--- src/rtl/rv_isa_pkg.sv ---
package rv_isa_pkg;

    // Major opcodes of the supported instruction classes
    typedef enum logic [6:0] {
        op_load  = 7'b0000011,
        op_imm   = 7'b0010011,
        op_store = 7'b0100011,
        op_reg   = 7'b0110011
    } opcode_e;

    // funct3 codes of the integer operations
    typedef enum logic [2:0] {
        f3_add  = 3'b000,    // Also sub with funct7 alt
        f3_sll  = 3'b001,
        f3_slt  = 3'b010,
        f3_sltu = 3'b011,
        f3_xor  = 3'b100,
        f3_srl  = 3'b101,    // Also sra with funct7 alt
        f3_or   = 3'b110,
        f3_and  = 3'b111
    } funct3_e;

    // Word width code for lw and sw, shares its value with f3_slt
    localparam logic [2:0] f3_word = 3'b010;

    // funct7 patterns
    localparam logic [6:0] funct7_base = 7'b0000000;
    localparam logic [6:0] funct7_alt  = 7'b0100000;    // Selects sub and sra

    // Field split in RISC-V bit order; I and S immediates are read from
    // these fields by the decoder
    typedef struct packed {
        logic [6:0] funct7;    // [31:25]
        logic [4:0] rs2;       // [24:20]
        logic [4:0] rs1;       // [19:15]
        funct3_e    funct3;    // [14:12]
        logic [4:0] rd;        // [11:7]
        opcode_e    opcode;    // [6:0]
    } inst_t;

endpackage
--- src/rtl/rv_inst_mem.sv ---
`timescale 1ns/1ps

module rv_inst_mem import rv_isa_pkg::*; #(
    parameter int IMEM_DEPTH = 64
) (
    input  logic                          CLK,
    input  logic                          prog_we,
    input  logic [$clog2(IMEM_DEPTH)-1:0] prog_addr,
    input  logic [31:0]                   prog_data,
    input  logic [$clog2(IMEM_DEPTH)-1:0] addr,
    output inst_t                         inst
);

    logic [31:0] mem [IMEM_DEPTH];    // Program words, loaded from outside

    // Loading port, used only while the core is stopped
    always_ff @(posedge CLK) begin
        if (prog_we) begin
            mem[prog_addr] <= prog_data;
        end
    end

    // Word index narrower than the PC, so fetch wraps to the depth
    assign inst = mem[addr];

endmodule

--- config.mk ---
export PLATFORM = sky130hd
export DESIGN_NAME = rv_inst_mem
export DESIGN_NICKNAME = d
export VERILOG_FILES = /design/src/rtl/rv_isa_pkg.sv /design/src/rtl/rv_inst_mem.sv
export SDC_FILE = /design/constraint.sdc
export NUM_CORES = 2
export LEC_CHECK = 0
export BUFFER_PORTS_ARGS = -buffer_cell sky130_fd_sc_hd__buf_2
export CELL_PAD_IN_SITES_DETAIL_PLACEMENT = 1
export CELL_PAD_IN_SITES_GLOBAL_PLACEMENT = 2
export CORE_ASPECT_RATIO = 2
export CORE_MARGIN = 5
export CORE_UTILIZATION = 45
export CTS_CLUSTER_DIAMETER = 50
export DETAILED_ROUTE_END_ITERATION = 12
export PLACE_DENSITY_LB_ADDON = 0.1
export SYNTH_ARGS = -nofsm -noshare
export SYNTH_HDL_FRONTEND = slang
export SYNTH_SLANG_ARGS = --single-unit
--- constraint.sdc ---
create_clock -name CLK -period 4.25 [get_ports CLK]
set_clock_uncertainty 0.1 [all_clocks]
set_input_delay 1.0625 -clock CLK [delete_from_list [all_inputs] [get_ports CLK]]
set_output_delay 1.0625 -clock CLK [all_outputs]
set_load 0.02 [all_outputs]
==> metrics.md <==
| Metric | Value |
|---|---|
| Die width | `slightly above 300 um` |
| Pre-antenna DRT Iters | `7` |
| Post-Syn Nets | `between 3k and 4k` |
| DR vias | `around 38k` |
| Post-DRT Antenna Nets | `0` |
| Pint | `around 0.033 W` |
| Kind of critical path | `input pin to output port` |
| Switching part of the total power | `a little over a fifth` |
| NetSw | `0.00913 W` |
| Area Growth Syn to Fin | `19.3%` |
| Die Y | `~600 um` |
| Cell variety after synth | `33` |
| Final setup margin | `-0.253 ns` |
| Post-layout total power | `0.0419 W` |
| Most common cell after layout, fill and taps aside | `edfxtp_1` |
| Final setup vio count | `32` |
| Crit end category | `output port` |
| Max frequency | `approximately 0.22 GHz` |
| Cells after DPL | `~6k` |
| Crit path arrival time | `3.34 ns` |
| Fin crit period | `4.50 ns` |
| First-pass GRT wire length | `about 330000 um` |
| Routed wire length | `approximately 240000 um` |
| Worst-path clk slew | `0.06 ns` |
| Post-CTS Hold Buffers | `0` |
| Largest registers | `mem (2048)` |
| Finished Layout Cells | `6284` |
| Dpl hpwl | `around 140000 um` |
| Ys Warns | `0` |
| Max clock buf depth | `4` |
| Clock sinks | `roughly 2.0k` |
| Wire per inst | `about 38 um` |
| Cell chosen for the clock root | `clkbuf_16` |
| Most flops, register | `mem` |
| Max Cap Viol | `0` |
| Most frequent cells in the layout | `2048 x edfxtp_1, 544 x mux4_2, 311 x buf_4, 195 x clkbuf_16, 103 x buf_12` |
| Synthesized cell area | `roughly 78000 um2` |
| Initial Utilization | `a little under half` |
| Syn_area_per_cell | `23.7 um2` |
| Sequential power share | `between 50 and 60%` |
| Static Leak | `29.3 nW` |
| RSZ-0062 raised after global routing | `true` |
| Violation count after the first detailed-route iteration | `about 3.6k` |
| Remaining routing DRC violations | `0` |
| Peak supply drop | `around 0.36 mV` |
| Share of cells above drive strength 1 | `around two fifths` |
| Clock buffer count from CTS | `188` |
| Hold crit path type | `input pin to flop` |
| CTS tree | `yes` |
| Fin. Hold Viols | `0` |
| CP Data Required Time | `roughly 3.1 ns` |
| Fin crit share | `106%` |
| Sequential element share of the synthesized area | `79.0%` |
| Comb power frac | `under 10%` |
| Slew Viols, Final | `0` |
| Max-slew headroom | `18.7%` |
| H-tree depth | `4` |
| Largest register FFs | `2048` |
| Crit Path Max Fanout | `7` |
| Power per cell area | `451 nW/um2` |
| Clk pwr share | `roughly 40%` |
| Number of I/O port buffers | `77` |
| Via-per-instance ratio | `~6.0` |
| Vias in the first global route | `41.1k` |
| Slew @ Worst Pin | `~1.2 ns` |
| Die area | `182000 um2` |
| Rows | `approximately 220` |
| Outcome | `finished, violations left` |
| Flops & latches, synth | `2048` |
| Failing checks | `setup timing` |
| Nets | `3890` |
| Routability cong. | `around 0.81` |
| CP Launch Type | `input pin` |
| Core area | `173000 um2` |
| Total Routing Usage GR | `between 20% and 30%` |
| Layout filler cell count | `between 10k and 15k` |
| Initial antenna violation count | `18` |
| Gr ovfl total | `0` |
| Gate Count Post-Synth | `3292` |
| Pin count of the biggest net entering global routing | `between 60 and 70` |
| Num ports | `78` |
## kinds of logic after synthesis
logic type / synth area share [%]
flip-flops: 79.0
multiplexers: 16.9
AND/OR/NAND/NOR: 1.28
buffers and inverters: 1.14
AO/OA/AOI/OAI: 1.69
## worst max-delay path: stages
cell	delay (ns)
buf_16	0.13
buf_16	0.17
buf_16	0.16
buf_8	0.13
mux4_2	0.50
mux4_2	0.61
o22ai_2	0.20
buf_6	0.14
nor2_4	0.04
buf_6	0.14
## path summary, 6_finish.rpt
kind                    startpoint  slack (ns)  cells after the start                    to
worst max-delay path       addr[0]       -0.25                     10              inst[22]
worst min-delay path  prog_data[4]        0.70                      2  mem[41][4]$_DFFE_PP_
## final cells by class
class,count,area (um2),share of cell area [%]
Clock inverter,105,906,0.975
Antenna cell,10,25.0,0.0269
Clock buffer,226,4930,5.31
Sequential cell,2048,61500,66.2
Tap cell,2289,2860,3.08
Multi-Input combinational cell,1062,16800,18.1
Timing Repair Buffer,544,5900,6.36
## power groups by stage
stage | Sequential, W | Combinational, W | Clock [W]
floorplan | 0.0228 | 0.00117 | 0
detailed placement | 0.0228 | 0.00268 | 0
CTS | 0.0224 | 0.00294 | 0.0169
finish | 0.0224 | 0.00294 | 0.0166
global route | 0.0224 | 0.00305 | 0.0178
global placement | 0.0228 | 0.00262 | 0
## Yosys cell counts
master	instances	area share, %
a41o_1	4	0.051
nor3_1	7	0.045
or3b_1	2	0.022
mux4_2	544	16
a31oi_1	1	0.0080
or3_1	3	0.024
or2_2	1	0.0080
a22oi_1	12	0.12
mux2i_1	93	1.2
buf_2	57	0.37
and3_1	4	0.032
nor2_1	137	0.66
nand3b_1	5	0.048
nand2_1	26	0.13
or2_0	1	0.0080
nand4_1	2	0.016
buf_6	5	0.072
and2_1	2	0.016
a311oi_1	8	0.090
o221ai_1	27	0.30
nor2b_1	15	0.12
edfxtp_1	2048	79
nand3_1	5	0.032
or3b_2	3	0.034
nand2b_1	8	0.064
nand4b_1	1	0.011
o32ai_1	4	0.045
a21oi_1	62	0.40
buf_1	21	0.10
o22ai_1	84	0.67
clkbuf_1	74	0.36
buf_4	25	0.24
or2_1	1	0.0080
## metrics by stage
stage	utilization, %	setup WS, ns	TNS (ns)	instance area (um2)	hold WS (ns)
floorplan	-	0.221	0	77900	1.06
global placement	49.3	-0.779	-14.50	85100	1.52
detailed placement	49.3	-0.788	-15.11	85100	1.53
CTS	53.6	-0.286	-7.05	92500	0.654
global route	53.8	-0.303	-7.20	92900	0.676
finish	53.8	-0.253	-5.50	92900	0.703
## layer usage
| metal | global-route usage (%) | wire length [um] |
|---|---|---|
| met4 | 9.12 | 9750 |
| met2 | 48.1 | 130000 |
| met1 | 31.2 | 85100 |
| met3 | 2.81 | 11800 |
| met5 | 0 | 26 |
## what timing repair did
| action | in CTS | in global routing |
|---|---|---|
| buffers inserted | 20 | 12 |
| gates cloned | 10 | 3 |
| pin swaps | 36 | 18 |
| setup endpoints to repair | 32 | 32 |
| gates resized for setup | 265 | 66 |
No activity file was read; power rests on OpenSTA's default activity.
