File: src/rtl/rv_core_pkg.sv
package rv_core_pkg;

    // Width of the data memory word index in the retire record
    localparam int mem_addr_w = 6;

    // Operations of the ALU
    typedef enum logic [3:0] {
        alu_add  = 4'd0,
        alu_sub  = 4'd1,
        alu_sll  = 4'd2,
        alu_slt  = 4'd3,
        alu_sltu = 4'd4,
        alu_xor  = 4'd5,
        alu_srl  = 4'd6,
        alu_sra  = 4'd7,
        alu_or   = 4'd8,
        alu_and  = 4'd9
    } alu_op_e;

    // Decoded control for one instruction
    typedef struct packed {
        alu_op_e    alu_op;
        logic       use_imm;      // Operand b is the immediate
        logic       reg_we;       // Already low for rd of zero
        logic       mem_read;
        logic       mem_write;
        logic [4:0] rd;
        logic [4:0] rs1;
        logic [4:0] rs2;
        logic       valid_op;     // Known instruction
    } ctrl_t;

    // What one executed instruction did
    typedef struct packed {
        logic                  valid;
        logic [31:0]           pc;
        logic                  reg_we;
        logic [4:0]            rd;
        logic [31:0]           wdata;       // Register write value
        logic                  mem_write;
        logic [mem_addr_w-1:0] mem_addr;    // Word index
        logic [31:0]           mem_data;
    } retire_t;

endpackage

File: src/rtl/rv_isa_pkg.sv
package rv_isa_pkg;

    // Major opcodes of the supported instruction classes
    typedef enum logic [6:0] {
        op_load  = 7'b0000011,
        op_imm   = 7'b0010011,
        op_store = 7'b0100011,
        op_reg   = 7'b0110011
    } opcode_e;

    // funct3 codes of the integer operations
    typedef enum logic [2:0] {
        f3_add  = 3'b000,    // Also sub with funct7 alt
        f3_sll  = 3'b001,
        f3_slt  = 3'b010,
        f3_sltu = 3'b011,
        f3_xor  = 3'b100,
        f3_srl  = 3'b101,    // Also sra with funct7 alt
        f3_or   = 3'b110,
        f3_and  = 3'b111
    } funct3_e;

    // Word width code for lw and sw, shares its value with f3_slt
    localparam logic [2:0] f3_word = 3'b010;

    // funct7 patterns
    localparam logic [6:0] funct7_base = 7'b0000000;
    localparam logic [6:0] funct7_alt  = 7'b0100000;    // Selects sub and sra

    // Field split in RISC-V bit order; I and S immediates are read from
    // these fields by the decoder
    typedef struct packed {
        logic [6:0] funct7;    // [31:25]
        logic [4:0] rs2;       // [24:20]
        logic [4:0] rs1;       // [19:15]
        funct3_e    funct3;    // [14:12]
        logic [4:0] rd;        // [11:7]
        opcode_e    opcode;    // [6:0]
    } inst_t;

endpackage
File: src/rtl/rv_decoder.sv
`timescale 1ns/1ps

module rv_decoder import rv_isa_pkg::*, rv_core_pkg::*; (
    input  inst_t       inst,
    output ctrl_t       ctrl,
    output logic [31:0] imm
);

    logic [31:0] imm_i;
    logic [31:0] imm_s;
    logic [31:0] imm_sh;
    logic        alt;       // funct7 bit 30 pattern
    logic        f7_ok;     // Legal funct7 for this funct3
    alu_op_e     op_sel;

    // Sign taken from instruction bit 31
    assign imm_i  = {{20{inst.funct7[6]}}, inst.funct7, inst.rs2};
    assign imm_s  = {{20{inst.funct7[6]}}, inst.funct7, inst.rd};
    assign imm_sh = {27'b0, inst.rs2};    // shamt only

    assign alt   = (inst.funct7 == funct7_alt);
    assign f7_ok = (inst.funct7 == funct7_base) ||
                   (alt && (inst.funct3 == f3_add || inst.funct3 == f3_srl));

    // Operation from funct3, alt picks sub and sra
    always_comb begin
        case (inst.funct3)
            f3_add:  op_sel = alt ? alu_sub : alu_add;
            f3_sll:  op_sel = alu_sll;
            f3_slt:  op_sel = alu_slt;
            f3_sltu: op_sel = alu_sltu;
            f3_xor:  op_sel = alu_xor;
            f3_srl:  op_sel = alt ? alu_sra : alu_srl;
            f3_or:   op_sel = alu_or;
            default: op_sel = alu_and;
        endcase
    end

    always_comb begin
        ctrl        = '0;
        ctrl.alu_op = alu_add;
        ctrl.rd     = inst.rd;
        ctrl.rs1    = inst.rs1;
        ctrl.rs2    = inst.rs2;
        imm         = '0;
        case (inst.opcode)
            op_reg: begin
                ctrl.alu_op   = op_sel;
                ctrl.reg_we   = f7_ok;
                ctrl.valid_op = f7_ok;
            end
            op_imm: begin
                ctrl.use_imm = 1'b1;
                if (inst.funct3 == f3_sll || inst.funct3 == f3_srl) begin
                    ctrl.alu_op   = op_sel;
                    ctrl.reg_we   = f7_ok;
                    ctrl.valid_op = f7_ok;
                    imm           = imm_sh;
                end else begin
                    // funct7 is immediate data here, so addi never turns into sub
                    ctrl.alu_op   = (inst.funct3 == f3_add) ? alu_add : op_sel;
                    ctrl.reg_we   = 1'b1;
                    ctrl.valid_op = 1'b1;
                    imm           = imm_i;
                end
            end
            op_load: begin
                if (inst.funct3 == f3_word) begin
                    ctrl.use_imm  = 1'b1;
                    ctrl.mem_read = 1'b1;
                    ctrl.reg_we   = 1'b1;
                    ctrl.valid_op = 1'b1;
                    imm           = imm_i;
                end
            end
            op_store: begin
                if (inst.funct3 == f3_word) begin
                    ctrl.use_imm   = 1'b1;
                    ctrl.mem_write = 1'b1;
                    ctrl.valid_op  = 1'b1;
                    imm            = imm_s;
                end
            end
            default: begin
                ctrl.valid_op = 1'b0;    // Retires as a no-op
            end
        endcase
        ctrl.reg_we = ctrl.reg_we && (inst.rd != 5'd0);
    end

endmodule

File: config.mk
export PLATFORM = sky130hd
export DESIGN_NAME = rv_decoder
export DESIGN_NICKNAME = d
export VERILOG_FILES = /design/src/rtl/rv_core_pkg.sv /design/src/rtl/rv_isa_pkg.sv /design/src/rtl/rv_decoder.sv
export SDC_FILE = /design/constraint.sdc
export NUM_CORES = 1
export LEC_CHECK = 0
export BUFFER_PORTS_ARGS = -buffer_cell sky130_fd_sc_hd__buf_2
export CAP_MARGIN = 20
export CORE_MARGIN = 1.5
export CORE_UTILIZATION = 36
export DETAILED_ROUTE_END_ITERATION = 10
export PLACE_DENSITY = 0.95
export SYNTH_ARGS = -nofsm -noshare
export SYNTH_HDL_FRONTEND = slang
export SYNTH_SLANG_ARGS = --single-unit
File: constraint.sdc
create_clock -name vclk -period 4.57
set_clock_uncertainty 0.15 [all_clocks]
set_input_delay 0.6855 -clock vclk [all_inputs]
set_output_delay 0.6855 -clock vclk [all_outputs]
set_load 0.005 [all_outputs]
==> run_results.csv, run 1 <==
group,metric,value,unit
sta,setup_violations,0,
synthesis,yosys.cell_types.count,26,
routing,route.detailed.wl_per_inst,10.6,µm
critical_path,critPathKind,"input pin to output pin",
routing,drt_iter0_markers,10,
floorplan,pin_count,88,
pwr,p_per_area,49.5,nW/µm²
global_route,grt_pass1_vias,530,
final_layout,fillers,186,
critical_path,critical_path.startpoint_type,"input pin",
placement,dpl_cell_area,818,µm²
hold_path,min_path_type,"input pin to output pin",
synthesis,yosys.area_share.simple,0.393,
hold_path,hold_depth,0,
final_layout,seq_cells,0,
synthesis,synth_compound_area_frac,0.161,
routing,drc,0,
routing,viasPerCell,4.72,
synthesis,yosysWarnings,0,
critical_path,cp.arrival,2480,ps
critical_path,end_kind,"output pin",
final_layout,antenna_cells,0,
routing,ant_nets,0,
global_route,grt_use_total,0.136,
sta,slew_headroom,0.590,
synthesis,synth_fa_ha_area_frac,0,
global_route,grt_pass1_wl,2.28,mm
synthesis,synth_top_family_by_area,"buffers and inverters",
synthesis,synthesis.nets,133,
global_route,overflow,0,
global_route,antenna_found_initial,0,
critical_path,cp_max_fo,21,
sta,worst_hold_slack,1220,ps
floorplan,core,1750,µm²
sta,fin_crit,3320,ps
final_layout,drive_gt1_frac,0.607,
sta,rsz0062_at_grt,"no",
clock_network,hold_buffers,0,
synthesis,syn_inst,101,
floorplan,die-width,46.4,µm
synthesis,synth_area_leaders,"buf_4, nand3_1, and2_1, a21oi_1, nor4b_4",
placement,place.gp.congestion,0.802,
placement,io_buffers,78,
final_layout,nClkBuffers,0,
flow_run,maxCapViolCount,0,
routing,dr.pass1.iters,4,
routing,vias,779,
final_layout,stdcell_area,818,µm²
run_status,status,"finished, final reports clean",
floorplan,rows,15,
synthesis,synth.top_cell.area_share,0.387,
sta,fin_setup_tns,0,ps
pwr,p_leak,0.481,nW
final_layout,regArea,0,µm²
final_layout,fin_nets,174,
global_route,grt_start_max_net_pins,22,
floorplan,initial_core_util,0.389,
placement,hpwl,1.50,mm
synthesis,syn_area_per_cell,6.71,µm²
clock_network,ctsResizeCount,0,
floorplan,die-area,2150,µm²
sta,period_share,0.726,
synthesis,synth_top_area_cell,"buf_4",
final_layout,area_growth,20.7,%
sta,tightest_slew,609,ps
final_layout,multiInputGateArea,385,µm²
clock_network,cts_setup_buffers,0,
synthesis,synthMuxAreaShare,0.0148,
synthesis,synth_commonest_cells,"buf_4, nand3_1, a21oi_1, and2_1, nor2_1",
routing,drt_wl_total,1.75,mm
synthesis,synth-xor-area-share,0,
synthesis,synth_most_common_cell,"buf_4",
pwr,irDropWorstVdd,0.0231,mV
floorplan,die_h,46.4,µm
critical_path,worstPathRequired,3730,ps
sta,hold_viol,0,
synthesis,ys_seq_area_frac,0,
sta,max_freq,302,MHz
sta,drv_slew,0,
synthesis,syn-cell-area,678,µm²
logic make-up (layout without fill, tap and decap cells):
family                 after synthesis  count (layout)
AO/OA/AOI/OAI                       15              15
AND/OR/NAND/NOR                     43              43
multiplexers                         1               1
buffers and inverters               42              81
stage by stage:
| step | setup slack (ps) | instances | utilization | total power, mW |
|---|---|---|---|---|
| 6_report | 1250 | 165 | 0.469 | 0.0405 |
| 5_1_grt | 1030 | 165 | 0.469 | 0.0456 |
| 4_1_cts | 1220 | 165 | 0.469 | 0.0405 |
| 3_5_place_dp | 1220 | 165 | 0.469 | 0.0403 |
| 3_3_place_gp | 1290 | 165 | 0.469 | 0.0396 |
| 2_1_floorplan | 1520 | 101 | - | 0.0284 |
layout by cell type, fill, tap and decap left out, types with 2 or more instances in the layout:
cell type / instances
inv_1: 3
nor2_1: 6
nor3_2: 2
nor4_1: 2
buf_2: 78
a31oi_1: 2
nor2b_1: 3
nand3_1: 11
a21oi_1: 7
or4_1: 2
and2_1: 6
nor3_1: 3
nand2_1: 4
per-layer routing:
metal / track usage / wire [µm] / up-vias
met2: 0.242 / 837 / 52
li1: - / - / 399
met5: 0 / 0 / -
met4: 0 / 0 / 0
met3: 0 / 191 / 0
met1: 0.193 / 719 / 328
final timing paths:
check	endpoint	slack, ps	start
setup / recovery	imm[13]	1250	inst[3]
hold / removal	ctrl[10]	1220	inst[19]
power breakdown:
part           switching, mW  internal (mW)
sequential                 0              0
combinational         0.0221         0.0185
clock                      0              0
final cells by class:
class	instances	share of cell area
Timing Repair Buffer	78	0.477
Multi-Input combinational cell	59	0.471
Tap cell	25	0.0382
Inverter	3	0.0138
worst max-delay path, cell delays in order:
cell,delay [ps]
buf_2,100
or4_1,710
nor3_2,330
and2_1,450
buf_2,200
(Power assumes the default switching activity.)
==> run 2: changes to the inputs <==
--- a/config.mk
+++ b/config.mk
@@ -5,12 +5,13 @@
 export SDC_FILE = /design/constraint.sdc
 export NUM_CORES = 1
 export LEC_CHECK = 0
+export ABC_AREA = 1
 export BUFFER_PORTS_ARGS = -buffer_cell sky130_fd_sc_hd__buf_2
 export CAP_MARGIN = 20
 export CORE_MARGIN = 1.5
-export CORE_UTILIZATION = 36
+export CORE_UTILIZATION = 32
 export DETAILED_ROUTE_END_ITERATION = 10
-export PLACE_DENSITY = 0.95
+export PLACE_DENSITY = 0.87
 export SYNTH_ARGS = -nofsm -noshare
 export SYNTH_HDL_FRONTEND = slang
 export SYNTH_SLANG_ARGS = --single-unit
==> constraint.sdc (replaced) <==
create_clock -name vclk -period 3
set_clock_uncertainty 0.15 [all_clocks]
set_input_delay 0.45 -clock vclk [all_inputs]
set_output_delay 0.45 -clock vclk [all_outputs]
set_load 0.005 [all_outputs]
==> run 2 against run 1 <==
Against the previous run:
- via count up 5.8%
- sequential share of layout area unchanged
- worst setup slack got worse by 700 ps
- count of clock-buffer cells in the layout unchanged
- combinational power rose by 52%
- critical path depth grew 3
- global-route usage down 2.1 points
- area after synthesis increased by 10%
- power rose by 52%
- first-iteration DRC count up 30%
- worst hold slack worse by 470 ps
==> run_results.csv, run 2 <==
group,metric,value,unit
run_status,status,"finished, final reports clean",
critical_path,end_kind,"output pin",
routing,viasPerCell,4.20,
sta,fin_ws,554,ps
floorplan,die-width,51.3,µm
clock_network,ctsResizeCount,0,
sta,hold_viol,0,
sta,max_freq,409,MHz
hold_path,min_path_type,"input pin to output pin",
placement,place.gp.congestion,0.742,
routing,vias,824,
final_layout,final_common_cell,"buf_2",
global_route,grt_use_total,0.115,
critical_path,cp.arrival,1850,ps
global_route,antenna_found_initial,0,
final_layout,regArea,0,µm²
floorplan,rows,17,
routing,dr.pass1.iters,4,
pwr,p_per_area,67.5,nW/µm²
routing,drc,0,
routing,drt_iter0_markers,13,
sta,slew_headroom,0.770,
synthesis,synth_commonest_cells,"buf_4, nand2_1, inv_1, nor2_1",
synthesis,synth_area_leaders,"buf_4, nand2_1, inv_1, nor2_1, nor2_2",
flow_run,maxCapViolCount,0,
final_layout,antenna_cells,0,
placement,hpwl,1.50,mm
global_route,grt_pass1_vias,619,
synthesis,ys_seq_area_frac,0,
synthesis,synth_top_area_cell,"buf_4",
sta,setup_violations,0,
synthesis,synthesis.nets,157,
synthesis,syn-cell-area,747,µm²
routing,wl_met2,832,µm
synthesis,syn_inst,125,
critical_path,cp_max_fo,21,
critical_path,crit_chain,"buf_2 -> nor2_2 -> nand3_2 -> nor3_4 -> or2_4 -> nand2_8 -> nor2_4 -> buf_2",
synthesis,yosysWarnings,0,
final_layout,area_growth,21.8,%
critical_path,worstPathRequired,2400,ps
critical_path,critical_path.startpoint_type,"input pin",
sta,fin_setup_tns,0,ps
sta,fin_crit,2450,ps
floorplan,pin_count,88,
clock_network,cts_setup_buffers,0,
routing,ant_nets,0,
critical_path,critPathKind,"input pin to output pin",
final_layout,seq_cells,0,
synthesis,yosys.cell_types.count,22,
floorplan,die_h,51.3,µm
final_layout,nClkBuffers,0,
final_layout,drive_gt1_frac,0.583,
sta,tightest_slew,342,ps
global_route,grt_pass1_wl,2.53,mm
placement,io_buffers,78,
pwr,p_leak,0.626,nW
routing,highest_layer,"met4",
global_route,grt_start_max_net_pins,22,
synthesis,synth_most_common_cell,"buf_4",
sta,period_share,0.815,
critical_path,slowest_stage,"nor3_4",
clock_network,hold_buffers,0,
floorplan,die-area,2630,µm²
pwr,total_power,61.4,µW
final_layout,fin_nets,202,
routing,route.detailed.wl_per_inst,8.56,µm
critical_path,slowest_delay,270,ps
placement,place_ws,509,ps
routing,drt_wl_total,1.68,mm
floorplan,core,2210,µm²
pwr,irDropWorstVdd,0.0378,mV
final_layout,stdcell_area,910,µm²
synthesis,syn_area_per_cell,5.98,µm²
sta,drv_slew,0,
synthesis,synth.top_cell.area_share,0.352,
routing,met1_length,688,µm
floorplan,initial_core_util,0.338,
hold_path,hold_depth,0,
global_route,overflow,0,
final_layout,mostFrequentLayoutCells,"buf_2, nand2_1, inv_1, nor2_1",
routing,wl_met3,154,µm
critical_path,crit_top_cell,"buf_2",
sta,rsz0062_at_grt,"no",
placement,dpl_cell_area,910,µm²
run 2: cell count changes in the layout (fill, tap and decap cells not counted), sizes merged, moves of 5 or more:
| cell | change |
|---|---|
| and2 | -5 |
| inv | +10 |
| nand2 | +24 |
| nand3 | -6 |
| nor2 | +15 |
| o21ai | +6 |
run 2: logic make-up after synthesis:
logic type | Yosys count | synth area share
buffers and inverters | 48 | 0.417
AOI/OAI and AO/OA | 12 | 0.0838
and+or+nand+nor | 65 | 0.499
run 2: worst paths after layout:
check                    start  endpoint
worst max-delay path   inst[3]   imm[13]
worst min-delay path  inst[16]   ctrl[7]
run 2: layout make-up:
class              count  area [µm²]
fillers              262        1300
inverters             13        48.8
multi-input cells     77         435
well taps             28        35.0
repair buffers        78         390
run 2: worst max-delay path, delay by kind of cell:
kind / cells / cell delay, ps
simple gates: 6 / 1110
buf+inv: 2 / 280
run 2: power breakdown:
group          total (mW)  leakage, nW  internal [mW]  switching [mW]
clock network           0            0              0               0
logic              0.0614        0.626         0.0274          0.0341
registers               0            0              0               0
total              0.0614        0.626         0.0274          0.0341
run 2: through the flow:
stage,cells,hold slack [ps],utilization
3_5_place_dp,196,750,0.411
6_report,196,750,0.411
4_1_cts,196,750,0.411
5_1_grt,196,750,0.411
3_3_place_gp,196,750,0.411
2_1_floorplan,125,830,-
run 2: per-layer routing:
| metal | track usage | vias to the layer above |
|---|---|---|
| met3 | 0.00585 | 2 |
| met2 | 0.221 | 35 |
| met4 | 0.0175 | 0 |
| met1 | 0.143 | 344 |
| met5 | 0 | - |
| li1 | - | 443 |
