==> config.mk <==
export PLATFORM = sky130hd
export DESIGN_NAME = rv_alu
export DESIGN_NICKNAME = d
export VERILOG_FILES = /design/src/rtl/rv_core_pkg.sv /design/src/rtl/rv_alu.sv
export SDC_FILE = /design/constraint.sdc
export NUM_CORES = 1
export LEC_CHECK = 0
export BUFFER_PORTS_ARGS = -buffer_cell sky130_fd_sc_hd__buf_4
export CORE_MARGIN = 10
export CORE_UTILIZATION = 35
export DETAILED_ROUTE_END_ITERATION = 8
export GPL_TIMING_DRIVEN = 0
export PLACE_DENSITY = 0.53
export SLEW_MARGIN = 0
export SYNTH_ARGS = -nofsm -noshare
export SYNTH_HDL_FRONTEND = slang
export SYNTH_SLANG_ARGS = --single-unit
==> constraint.sdc <==
create_clock -name vclk -period 4.75
set_input_delay 0.2375 -clock vclk [all_inputs]
set_output_delay 0.2375 -clock vclk [all_outputs]
set_load 0.005 [all_outputs]
==> src/rtl/rv_core_pkg.sv <==
package rv_core_pkg;

    // Width of the data memory word index in the retire record
    localparam int mem_addr_w = 6;

    // Operations of the ALU
    typedef enum logic [3:0] {
        alu_add  = 4'd0,
        alu_sub  = 4'd1,
        alu_sll  = 4'd2,
        alu_slt  = 4'd3,
        alu_sltu = 4'd4,
        alu_xor  = 4'd5,
        alu_srl  = 4'd6,
        alu_sra  = 4'd7,
        alu_or   = 4'd8,
        alu_and  = 4'd9
    } alu_op_e;

    // Decoded control for one instruction
    typedef struct packed {
        alu_op_e    alu_op;
        logic       use_imm;      // Operand b is the immediate
        logic       reg_we;       // Already low for rd of zero
        logic       mem_read;
        logic       mem_write;
        logic [4:0] rd;
        logic [4:0] rs1;
        logic [4:0] rs2;
        logic       valid_op;     // Known instruction
    } ctrl_t;

    // What one executed instruction did
    typedef struct packed {
        logic                  valid;
        logic [31:0]           pc;
        logic                  reg_we;
        logic [4:0]            rd;
        logic [31:0]           wdata;       // Register write value
        logic                  mem_write;
        logic [mem_addr_w-1:0] mem_addr;    // Word index
        logic [31:0]           mem_data;
    } retire_t;

endpackage

==> src/rtl/rv_alu.sv <==
`timescale 1ns/1ps

module rv_alu import rv_core_pkg::*; (
    input  alu_op_e     op,
    input  logic [31:0] a,
    input  logic [31:0] b,
    output logic [31:0] y
);

    logic [4:0] shamt;
    logic       lt_s;
    logic       lt_u;

    assign shamt = b[4:0];    // Only low five bits shift
    assign lt_s  = $signed(a) < $signed(b);
    assign lt_u  = a < b;

    always_comb begin
        case (op)
            alu_add:  y = a + b;
            alu_sub:  y = a - b;
            alu_sll:  y = a << shamt;
            alu_slt:  y = {31'b0, lt_s};
            alu_sltu: y = {31'b0, lt_u};
            alu_xor:  y = a ^ b;
            alu_srl:  y = a >> shamt;
            alu_sra:  y = $unsigned($signed(a) >>> shamt);
            alu_or:   y = a | b;
            alu_and:  y = a & b;
            default:  y = '0;
        endcase
    end

endmodule

==> metrics.yaml, run 1 <==
status: "completed"
dr.first_iter.drc_count: 1635
setup_ws_ns: 0.0612
ir_drop_uv: 66.0
slew_violations: 0
use_met3_pct: 5.64
clkPwrFrac_pct: 0
nFillCells: 2513
critPathSlowestCell: "a211oi_1"
slew_headroom_pct: 6.88
ys_top_cells_by_count: "nor2_1, o21ai_0, a21oi_1"
syn_inst: 1287
seq_area_sq_um: 0
post-route-drc-count: 0
grt_use_met1_pct: 42.6
clkbuf_count: 0
areaGrowthSynthToFinish_pct: 13.7
path_buf_inv: 6
grt_usage_pct: 31.8
layout.nets: 1552
synth_area_leaders: "ha_1, nor2_1, o21ai_0"
seq_cells: 0
clock.fmax_mhz: 213
path_cells: "buf_4 -> inv_1 -> buf_2 -> buf_4 -> ha_1 -> buf_4 -> o211a_1 -> a211oi_1 -> o31a_1 -> a21o_1 -> a21oi_1 -> a221o_1 -> a41oi_1 -> o41ai_2 -> xnor2_1 -> o211ai_1 -> buf_4"
num_vias: 10900
seq_power_share_pct: 0
yosys_warnings: 0
routed_wl_microns: 49100
avgRoutedWirePerCell_microns: 29.5
crit_fanout: 29
p_total_mw: 1.21
synth_nets: 1456
power_density_mw_per_mm2: 132
syn_avg_cell_area_sq_um: 6.27
yosysMostFrequentCell: "nor2_1"
met2_usage_pct: 50.7
rsz0062_at_grt: "false"
ioPinCount: 100
p_switching_mw: 0.796
setup_tns_ns: 0
placedCellCount: 1672
hold_class: "in -> out"
cp.required_ns: 4.51
dp_hpwl_microns: 40900
critPathLaunchType: "primary input"
core_sq_mm: 0.0226
drtAntennaViolNets: 0
min_period_over_period_pct: 98.7
grt-busiest-layer: "met2"
synth.top_cell.area_share_pct: 15.4
antenna_found_initial: 0
port_buffers: 100
crit_path_max_incr_delay_ns: 0.45
final_cells: 1667
crit_path_end_kind: "output port"
min_period_ns: 4.69
combPwrFrac_pct: 100.0
gr-total-overflow: 0
grt_pass1_vias: 10300
yosys.area.top_type: "ha_1"
die_area_sq_mm: 0.0295
pre_cts_ws_ns: -0.958
syn_area_sq_mm: 0.00806
avgViaCountPerCell: 6.52
path_delay_family: "compound AO/OA/AOI/OAI gates"
cap_violations: 0
grt_max_degree: 30
drt_pass1_iterations: 8
worstSetupPathType: "in -> out"
drive_above_1_share_pct: 11.7
worst_slew_pin_slew_ns: 1.39
place_area_sq_mm: 0.00917
place_congestion: 1.05
grt_pass1_wl_microns: 70000
chipWidth_microns: 172
start_util_pct: 35.6
worst_path_most_repeated_cell: "buf_4"
ys_types: 78
num_rows: 55
setup_viol: 0
crit_arrival_ns: 4.45
stdcell_area_sq_mm: 0.00917
p_int_mw: 0.418
p_leak_nw: 4.11
cts_hold_buf: 0
ys_seq_area_share_pct: 0
die_h_microns: 172
swShare_pct: 65.6
finalHoldViolCount: 0
final timing paths:
check / start / to / slack, ns / cells after the start
hold / removal: b[30] / y[30] / 1.03 / 5
setup / recovery: b[2] / y[31] / 0.06 / 17
stage by stage:
stage	util (%)	hold WS [ns]
global route	40.5	1.08
finish	40.5	1.03
detailed placement	40.5	1.04
floorplan	-	0.742
global placement	40.5	1.06
CTS	40.5	1.05
power by group through the flow:
stage	clock, mW	combinational (mW)	sequential [mW]
after floorplan	0	0.699	0
after global placement	0	1.18	0
after detailed placement	0	1.17	0
after CTS	0	1.17	0
after global routing	0	1.28	0
final	0.0000000163	1.21	0
layer usage:
| layer | routed length, microns | up-vias |
|---|---|---|
| met2 | 21800 | 690 |
| met5 | 0 | - |
| li1 | - | 4883 |
| met3 | 5110 | 108 |
| met1 | 20300 | 5184 |
| met4 | 1910 | 0 |
cells by family (layout without fill, tap and decap cells):
group           Yosys count  after routing  share of synthesized area (%)
simple gates            415            415                           23.0
compound gates          492            492                           40.0
other cells               0              1                              0
mux                      70             70                           9.64
buf+inv                 190            284                           9.43
xor+xnor                 19             19                           2.06
fa+ha+maj               101            101                           15.9
final cells by class:
cell class / count / area [sq um] / area share, %
Multi-Input combinational cell: 1097 / 7310 / 79.7
Timing Repair Buffer: 100 / 751 / 8.19
Buffer: 94 / 413 / 4.50
Antenna cell: 1 / 2.50 / 0.0273
Inverter: 90 / 339 / 3.70
Tap cell: 285 / 357 / 3.89
cell usage in the layout, fill, tap and decap left out, types with 8 or more instances in the layout:
cell,count
nor4_1,10
a221oi_1,19
mux2i_1,54
buf_2,17
nor2_1,184
buf_1,15
o221ai_1,13
o21bai_1,9
mux2_2,11
buf_4,103
nand2_1,104
o211ai_1,27
xnor2_1,16
o21ai_0,132
a21o_1,24
o22ai_1,10
a211oi_1,22
a211o_1,13
a31oi_1,22
nand3_1,25
nor2b_1,12
clkbuf_1,54
ha_1,99
inv_1,89
a21oi_1,128
nor3_1,27
a221o_1,8
nand2b_1,14
what timing repair did:
action | CTS | global route
cloned | 0 | 0
endpoints found under the hold margin | 0 | 0
resized for setup | 8 | 1
setup endpoints to repair | 21 | 1
pin swaps | 0 | 0
buffers inserted | 0 | 0
(Power assumes the default switching activity.)
==> run 2, diff against run 1 <==
Settings changed: REMOVE_ABC_BUFFERS set to 1.
==> metrics.yaml, run 2 (synthesis gave the netlist of run 1 again) <==
start_util_pct: 35.6  # unchanged
avgRoutedWirePerCell_microns: 23.5  # was 29.5 microns
slew_violations: 0  # unchanged
setup_viol: 0  # unchanged
diodes: 0  # was 1
cts_hold_buf: 0  # unchanged
grt_max_degree: 101  # was 30
drtAntennaViolNets: 0  # unchanged
drive_above_1_share_pct: 12.2  # was 11.7%
min_period_over_period_pct: 98.1  # was 98.7%
cap_violations: 0  # unchanged
holdWs_ns: 0.981  # was 1.03 ns
grt_usage_pct: 23.9  # was 31.8%
crit_arrival_ns: 4.42  # was 4.45 ns
worst_slew_pin_slew_ns: 1.40  # was 1.39 ns
use_met3_pct: 4.56  # was 5.64%
num_vias: 10000  # was 10,900
chipWidth_microns: 172  # unchanged
finalHoldViolCount: 0  # unchanged
areaGrowthSynthToFinish_pct: 10.9  # was 13.7%
core_sq_mm: 0.0226  # unchanged
clock.fmax_mhz: 215  # was 213 MHz
crit_path_end_kind: "output port"  # unchanged
gr-total-overflow: 0  # unchanged
worstHoldEndpoint: "y[30]"  # unchanged
cp-startpoint: "op[0]"  # was b[2]
avgViaCountPerCell: 6.33  # was 6.52
grt_pass1_vias: 9263  # was 10,300
clkbuf_count: 0  # unchanged
place_congestion: 1.01  # was 1.05
die_h_microns: 172  # unchanged
worstSetupPathType: "in -> out"  # unchanged
drt_pass1_iterations: 5  # was 8
hp-start: "b[30]"  # unchanged
crit_fanout: 51  # was 29
final_cell_mix: "nor2_1, o21ai_0, a21oi_1, nand2_1, buf_4"  # unchanged
antenna_found_initial: 3  # was 0
grt-busiest-layer: "met2"  # unchanged
seq_cells: 0  # unchanged
min_period_ns: 4.66  # was 4.69 ns
ioPinCount: 100  # unchanged
setup_tns_ns: 0  # unchanged
met2_usage_pct: 36.7  # was 50.7%
utilization_pct: 39.5  # was 40.5%
dp_hpwl_microns: 29000  # was 40,900 microns
ir_drop_uv: 51.9  # was 66.0 uV
grt_pass1_wl_microns: 55300  # was 70,000 microns
port_buffers: 100  # unchanged
final_common_cell: "nor2_1"  # unchanged
status: "completed"  # unchanged
hold_class: "in -> out"  # unchanged
critPathLaunchType: "primary input"  # unchanged
cp.required_ns: 4.51  # about the same
power_density_mw_per_mm2: 123  # was 132 mW/mm^2
layout.nets: 1468  # was 1,552
slew_headroom_pct: 5.52  # was 6.88%
seq_area_sq_um: 0  # unchanged
die_area_sq_mm: 0.0295  # unchanged
routed_wl_microns: 37200  # was 49,100 microns
post-route-drc-count: 0  # unchanged
hold_depth: 5  # unchanged
num_rows: 55  # unchanged
dr.first_iter.drc_count: 1395  # was 1,635
p_leak_nw: 3.98  # was 4.11 nW
rsz0062_at_grt: "false"  # unchanged
grt_use_met1_pct: 32.9  # was 42.6%
-- run 2: worst max-delay path, cell delays in order --
cell and delay [ns]:
buf_4 0.51, inv_1 0.68, nor3_1 1.14, nand2_1 0.66
o32ai_1 0.43, o21ai_0 0.11, o211ai_1 0.16, a31oi_1 0.07
o21ai_0 0.17, buf_4 0.18
-- run 2: through the flow --
stage	cell area, sq um	setup WS, ns	cells	power, mW
after floorplan	7640	0.624	1187	0.644
after global placement	8750	-4.08	1572	1.06
after CTS	8910	0.00624	1580	1.07
after global routing	8940	0.00501	1582	1.18
after detailed placement	8880	-0.438	1579	1.06
final	8940	0.0889	1582	1.10
-- run 2: where the power goes --
group / internal (mW) / total [mW] / switching [mW]
registers: 0 / 0 / 0
clock network: 0 / 0 / 0
logic: 0.407 / 1.10 / 0.690
total: 0.407 / 1.10 / 0.690
-- run 2: final cells by class --
cell class / count / area, sq um
fill: 2493 / 13700
multi-input combinational: 1097 / 7350
timing repair buffer: 109 / 876
tap: 285 / 357
inverter: 90 / 352
timing repair inverter: 1 / 5.00
-- run 2: layer usage --
| metal | routed length [microns] | part of all wire [%] | vias up |
|---|---|---|---|
| li1 | - | - | 4722 |
| met1 | 16000 | 43 | 4646 |
| met2 | 16000 | 43 | 552 |
| met3 | 3940 | 11 | 85 |
| met4 | 1250 | 3.4 | 4 |
| met5 | 21 | 0.056 | - |
-- run 2: how the worst max path moves through the flow --
stage,to,cells past startpoint
floorplan,y[29],8
global placement,y[21],8
detailed placement,y[31],14
CTS,y[27],14
global route,y[31],14
finish,y[3],10
-- run 2: repair_timing --
item / 4_1_cts / 5_1_grt
gates cloned: 1 / 0
setup endpoints to repair: 11 / 11
resized for setup: 8 / 7
setup buffers: 0 / 2
==> run 3, diff against run 2 <==
--- a/config.mk
+++ b/config.mk
@@ -6,5 +6,5 @@
 export NUM_CORES = 1
 export LEC_CHECK = 0
-export BUFFER_PORTS_ARGS = -buffer_cell sky130_fd_sc_hd__buf_4
+export BUFFER_PORTS_ARGS = -buffer_cell sky130_fd_sc_hd__buf_2
 export CORE_MARGIN = 10
 export CORE_UTILIZATION = 35
==> constraint.sdc (replaced) <==
create_clock -name vclk -period 4.75
set_input_delay 0.7125 -clock vclk [all_inputs]
set_output_delay 0.7125 -clock vclk [all_outputs]
set_load 0.005 [all_outputs]
==> metrics.yaml, run 3 (synthesis gave the netlist of run 1 again) <==
status: "completed"  # unchanged
worstSetupPathType: "in -> out"  # unchanged
nFillCells: 2438  # was 2,493
seq_cells: 0  # unchanged
final_common_cell: "nor2_1"  # unchanged
core_sq_mm: 0.0226  # unchanged
ir_drop_uv: 47.1  # was 51.9 uV
layout.nets: 1495  # was 1,468
grt_pass1_vias: 9739  # was 9,263
place_area_sq_mm: 0.00859  # was 0.00888 sq mm
crit_fanout: 5  # was 51
seq_power_share_pct: 0  # about the same
post-route-drc-count: 0  # unchanged
cts_hold_buf: 0  # unchanged
cp.required_ns: 4.04  # was 4.51 ns
final_cell_mix: "nor2_1, o21ai_0, a21oi_1, nand2_1, buf_2"  # was nor2_1, o21ai_0, a21oi_1, nand2_1, buf_4
drt_pass1_iterations: 6  # was 5
worst_slew_pin_slew_ns: 1.37  # was 1.40 ns
finalHoldViolCount: 0  # unchanged
swShare_pct: 62.9  # about the same
dr.first_iter.drc_count: 1451  # was 1,395
routed_wl_microns: 40800  # was 37,200 microns
min_period_ns: 4.71  # was 4.66 ns
worstHoldEndpoint: "y[31]"  # was y[30]
grt_max_degree: 60  # was 101
placedCellCount: 1577  # was 1,579
clkPwrFrac_pct: 0  # about the same
ioPinCount: 100  # unchanged
chipWidth_microns: 172  # unchanged
hold_class: "in -> out"  # unchanged
setup_viol: 0  # unchanged
hold_depth: 5  # unchanged
final_cells: 1609  # was 1,582
grt_usage_pct: 25.6  # was 23.9%
cap_violations: 0  # unchanged
drive_above_1_share_pct: 17.3  # was 12.2%
areaGrowthSynthToFinish_pct: 17.8  # was 10.9%
place_congestion: 1.04  # was 1.01
num_vias: 10500  # was 10,000
clkbuf_count: 0  # unchanged
die_area_sq_mm: 0.0295  # unchanged
gr-total-overflow: 0  # unchanged
holdWs_ns: 1.94  # was 0.981 ns
clock.fmax_mhz: 212  # was 215 MHz
crit_arrival_ns: 4.00  # was 4.42 ns
rsz0062_at_grt: "true"  # was false
num_rows: 55  # unchanged
seq_area_sq_um: 0  # unchanged
drtAntennaViolNets: 0  # unchanged
avgViaCountPerCell: 6.54  # was 6.33
power_density_mw_per_mm2: 124  # was 123 mW/mm^2
min_period_over_period_pct: 99.2  # was 98.1%
diodes: 0  # unchanged
port_buffers: 100  # unchanged
critPathLaunchType: "primary input"  # unchanged
stdcell_area_sq_mm: 0.00950  # was 0.00894 sq mm
hp-start: "b[31]"  # was b[30]
grt_pass1_wl_microns: 59400  # was 55,300 microns
combPwrFrac_pct: 100.0  # about the same
p_switching_mw: 0.742  # was 0.690 mW
die_h_microns: 172  # unchanged
antenna_found_initial: 1  # was 3
p_int_mw: 0.437  # was 0.407 mW
p_leak_nw: 4.20  # was 3.98 nW
crit_path_end_kind: "output port"  # unchanged
slew_headroom_pct: 7.54  # was 5.52%
slew_violations: 0  # unchanged
start_util_pct: 35.6  # unchanged
avgRoutedWirePerCell_microns: 25.4  # was 23.5 microns
dp_hpwl_microns: 29200  # was 29,000 microns
-- run 3: changes by cell type in the layout (fill, tap and decap cells not counted), sizes merged --
cell	previous run	this run
buf	108	127
bufbuf	0	4
clkbuf	1	3
clkinv	0	1
clkinvlp	2	5
inv	89	87
-- run 3: repair_timing --
| item | 4_1_cts | 5_1_grt |
|---|---|---|
| setup buffers | 11 | 11 |
| endpoints found under the setup margin | 32 | 12 |
| hold endpoints to repair | 0 | 0 |
| pin swaps | 14 | 18 |
| cloned | 7 | 3 |
| resized for setup | 70 | 41 |
-- run 3: final cells by class --
cell class / count / area (sq um) / share of cell area, %
inverters: 90 / 394 / 4.15
multi-input cells: 1097 / 7660 / 80.7
well taps: 285 / 357 / 3.75
repair buffers: 134 / 1060 / 11.2
repair inverters: 3 / 18.8 / 0.198
-- run 3: worst max-delay path by stage --
stage            end  depth (start not counted)   from
6_report       y[28]                         16   a[1]
4_1_cts        y[31]                         14   b[1]
3_5_place_dp   y[31]                         14   b[3]
3_3_place_gp   y[29]                         10  op[0]
5_1_grt        y[28]                         16   a[0]
2_1_floorplan  y[29]                          8  op[0]
-- run 3: stage by stage --
stage | setup TNS (ns) | utilization, % | worst slack [ns] | total power, mW
final | 0 | 41.9 | 0.0383 | 1.18
after floorplan | -0.525 | - | -0.326 | 0.644
after detailed placement | -38.89 | 38.0 | -1.97 | 1.02
after global placement | -142.69 | 37.5 | -5.20 | 1.02
after global routing | -0.0509 | 41.9 | -0.0490 | 1.26
after CTS | -0.0560 | 40.3 | -0.0340 | 1.10
-- run 3: per-layer routing --
| metal | track usage [%] | part of all wire, % |
|---|---|---|
| met1 | 35.3 | 42 |
| met5 | 0 | 0.042 |
| met2 | 39.8 | 44 |
| met3 | 4.26 | 11 |
| met4 | 7.65 | 3.7 |
-- run 3: power groups by stage --
| stage | registers (mW) | logic (mW) | clock network (mW) |
|---|---|---|---|
| after floorplan | 0 | 0.644 | 0 |
| after global routing | 0 | 1.26 | 0 |
| after global placement | 0 | 1.02 | 0 |
| after CTS | 0 | 1.10 | 0 |
| final | 0 | 1.18 | 0 |
| after detailed placement | 0 | 1.02 | 0 |
-- run 3: critical path: stages --
cell        delay [ns]
buf_8             0.09
clkinvlp_4        0.11
buf_4             0.16
buf_4             0.13
fa_1              0.48
nor2b_1           0.19
o2111ai_1         0.17
a31oi_2           0.28
o21ai_2           0.17
a21oi_4           0.27
a211oi_2          0.15
o31a_1            0.30
a31oi_1           0.18
xnor2_1           0.22
o221ai_2          0.19
buf_2             0.19
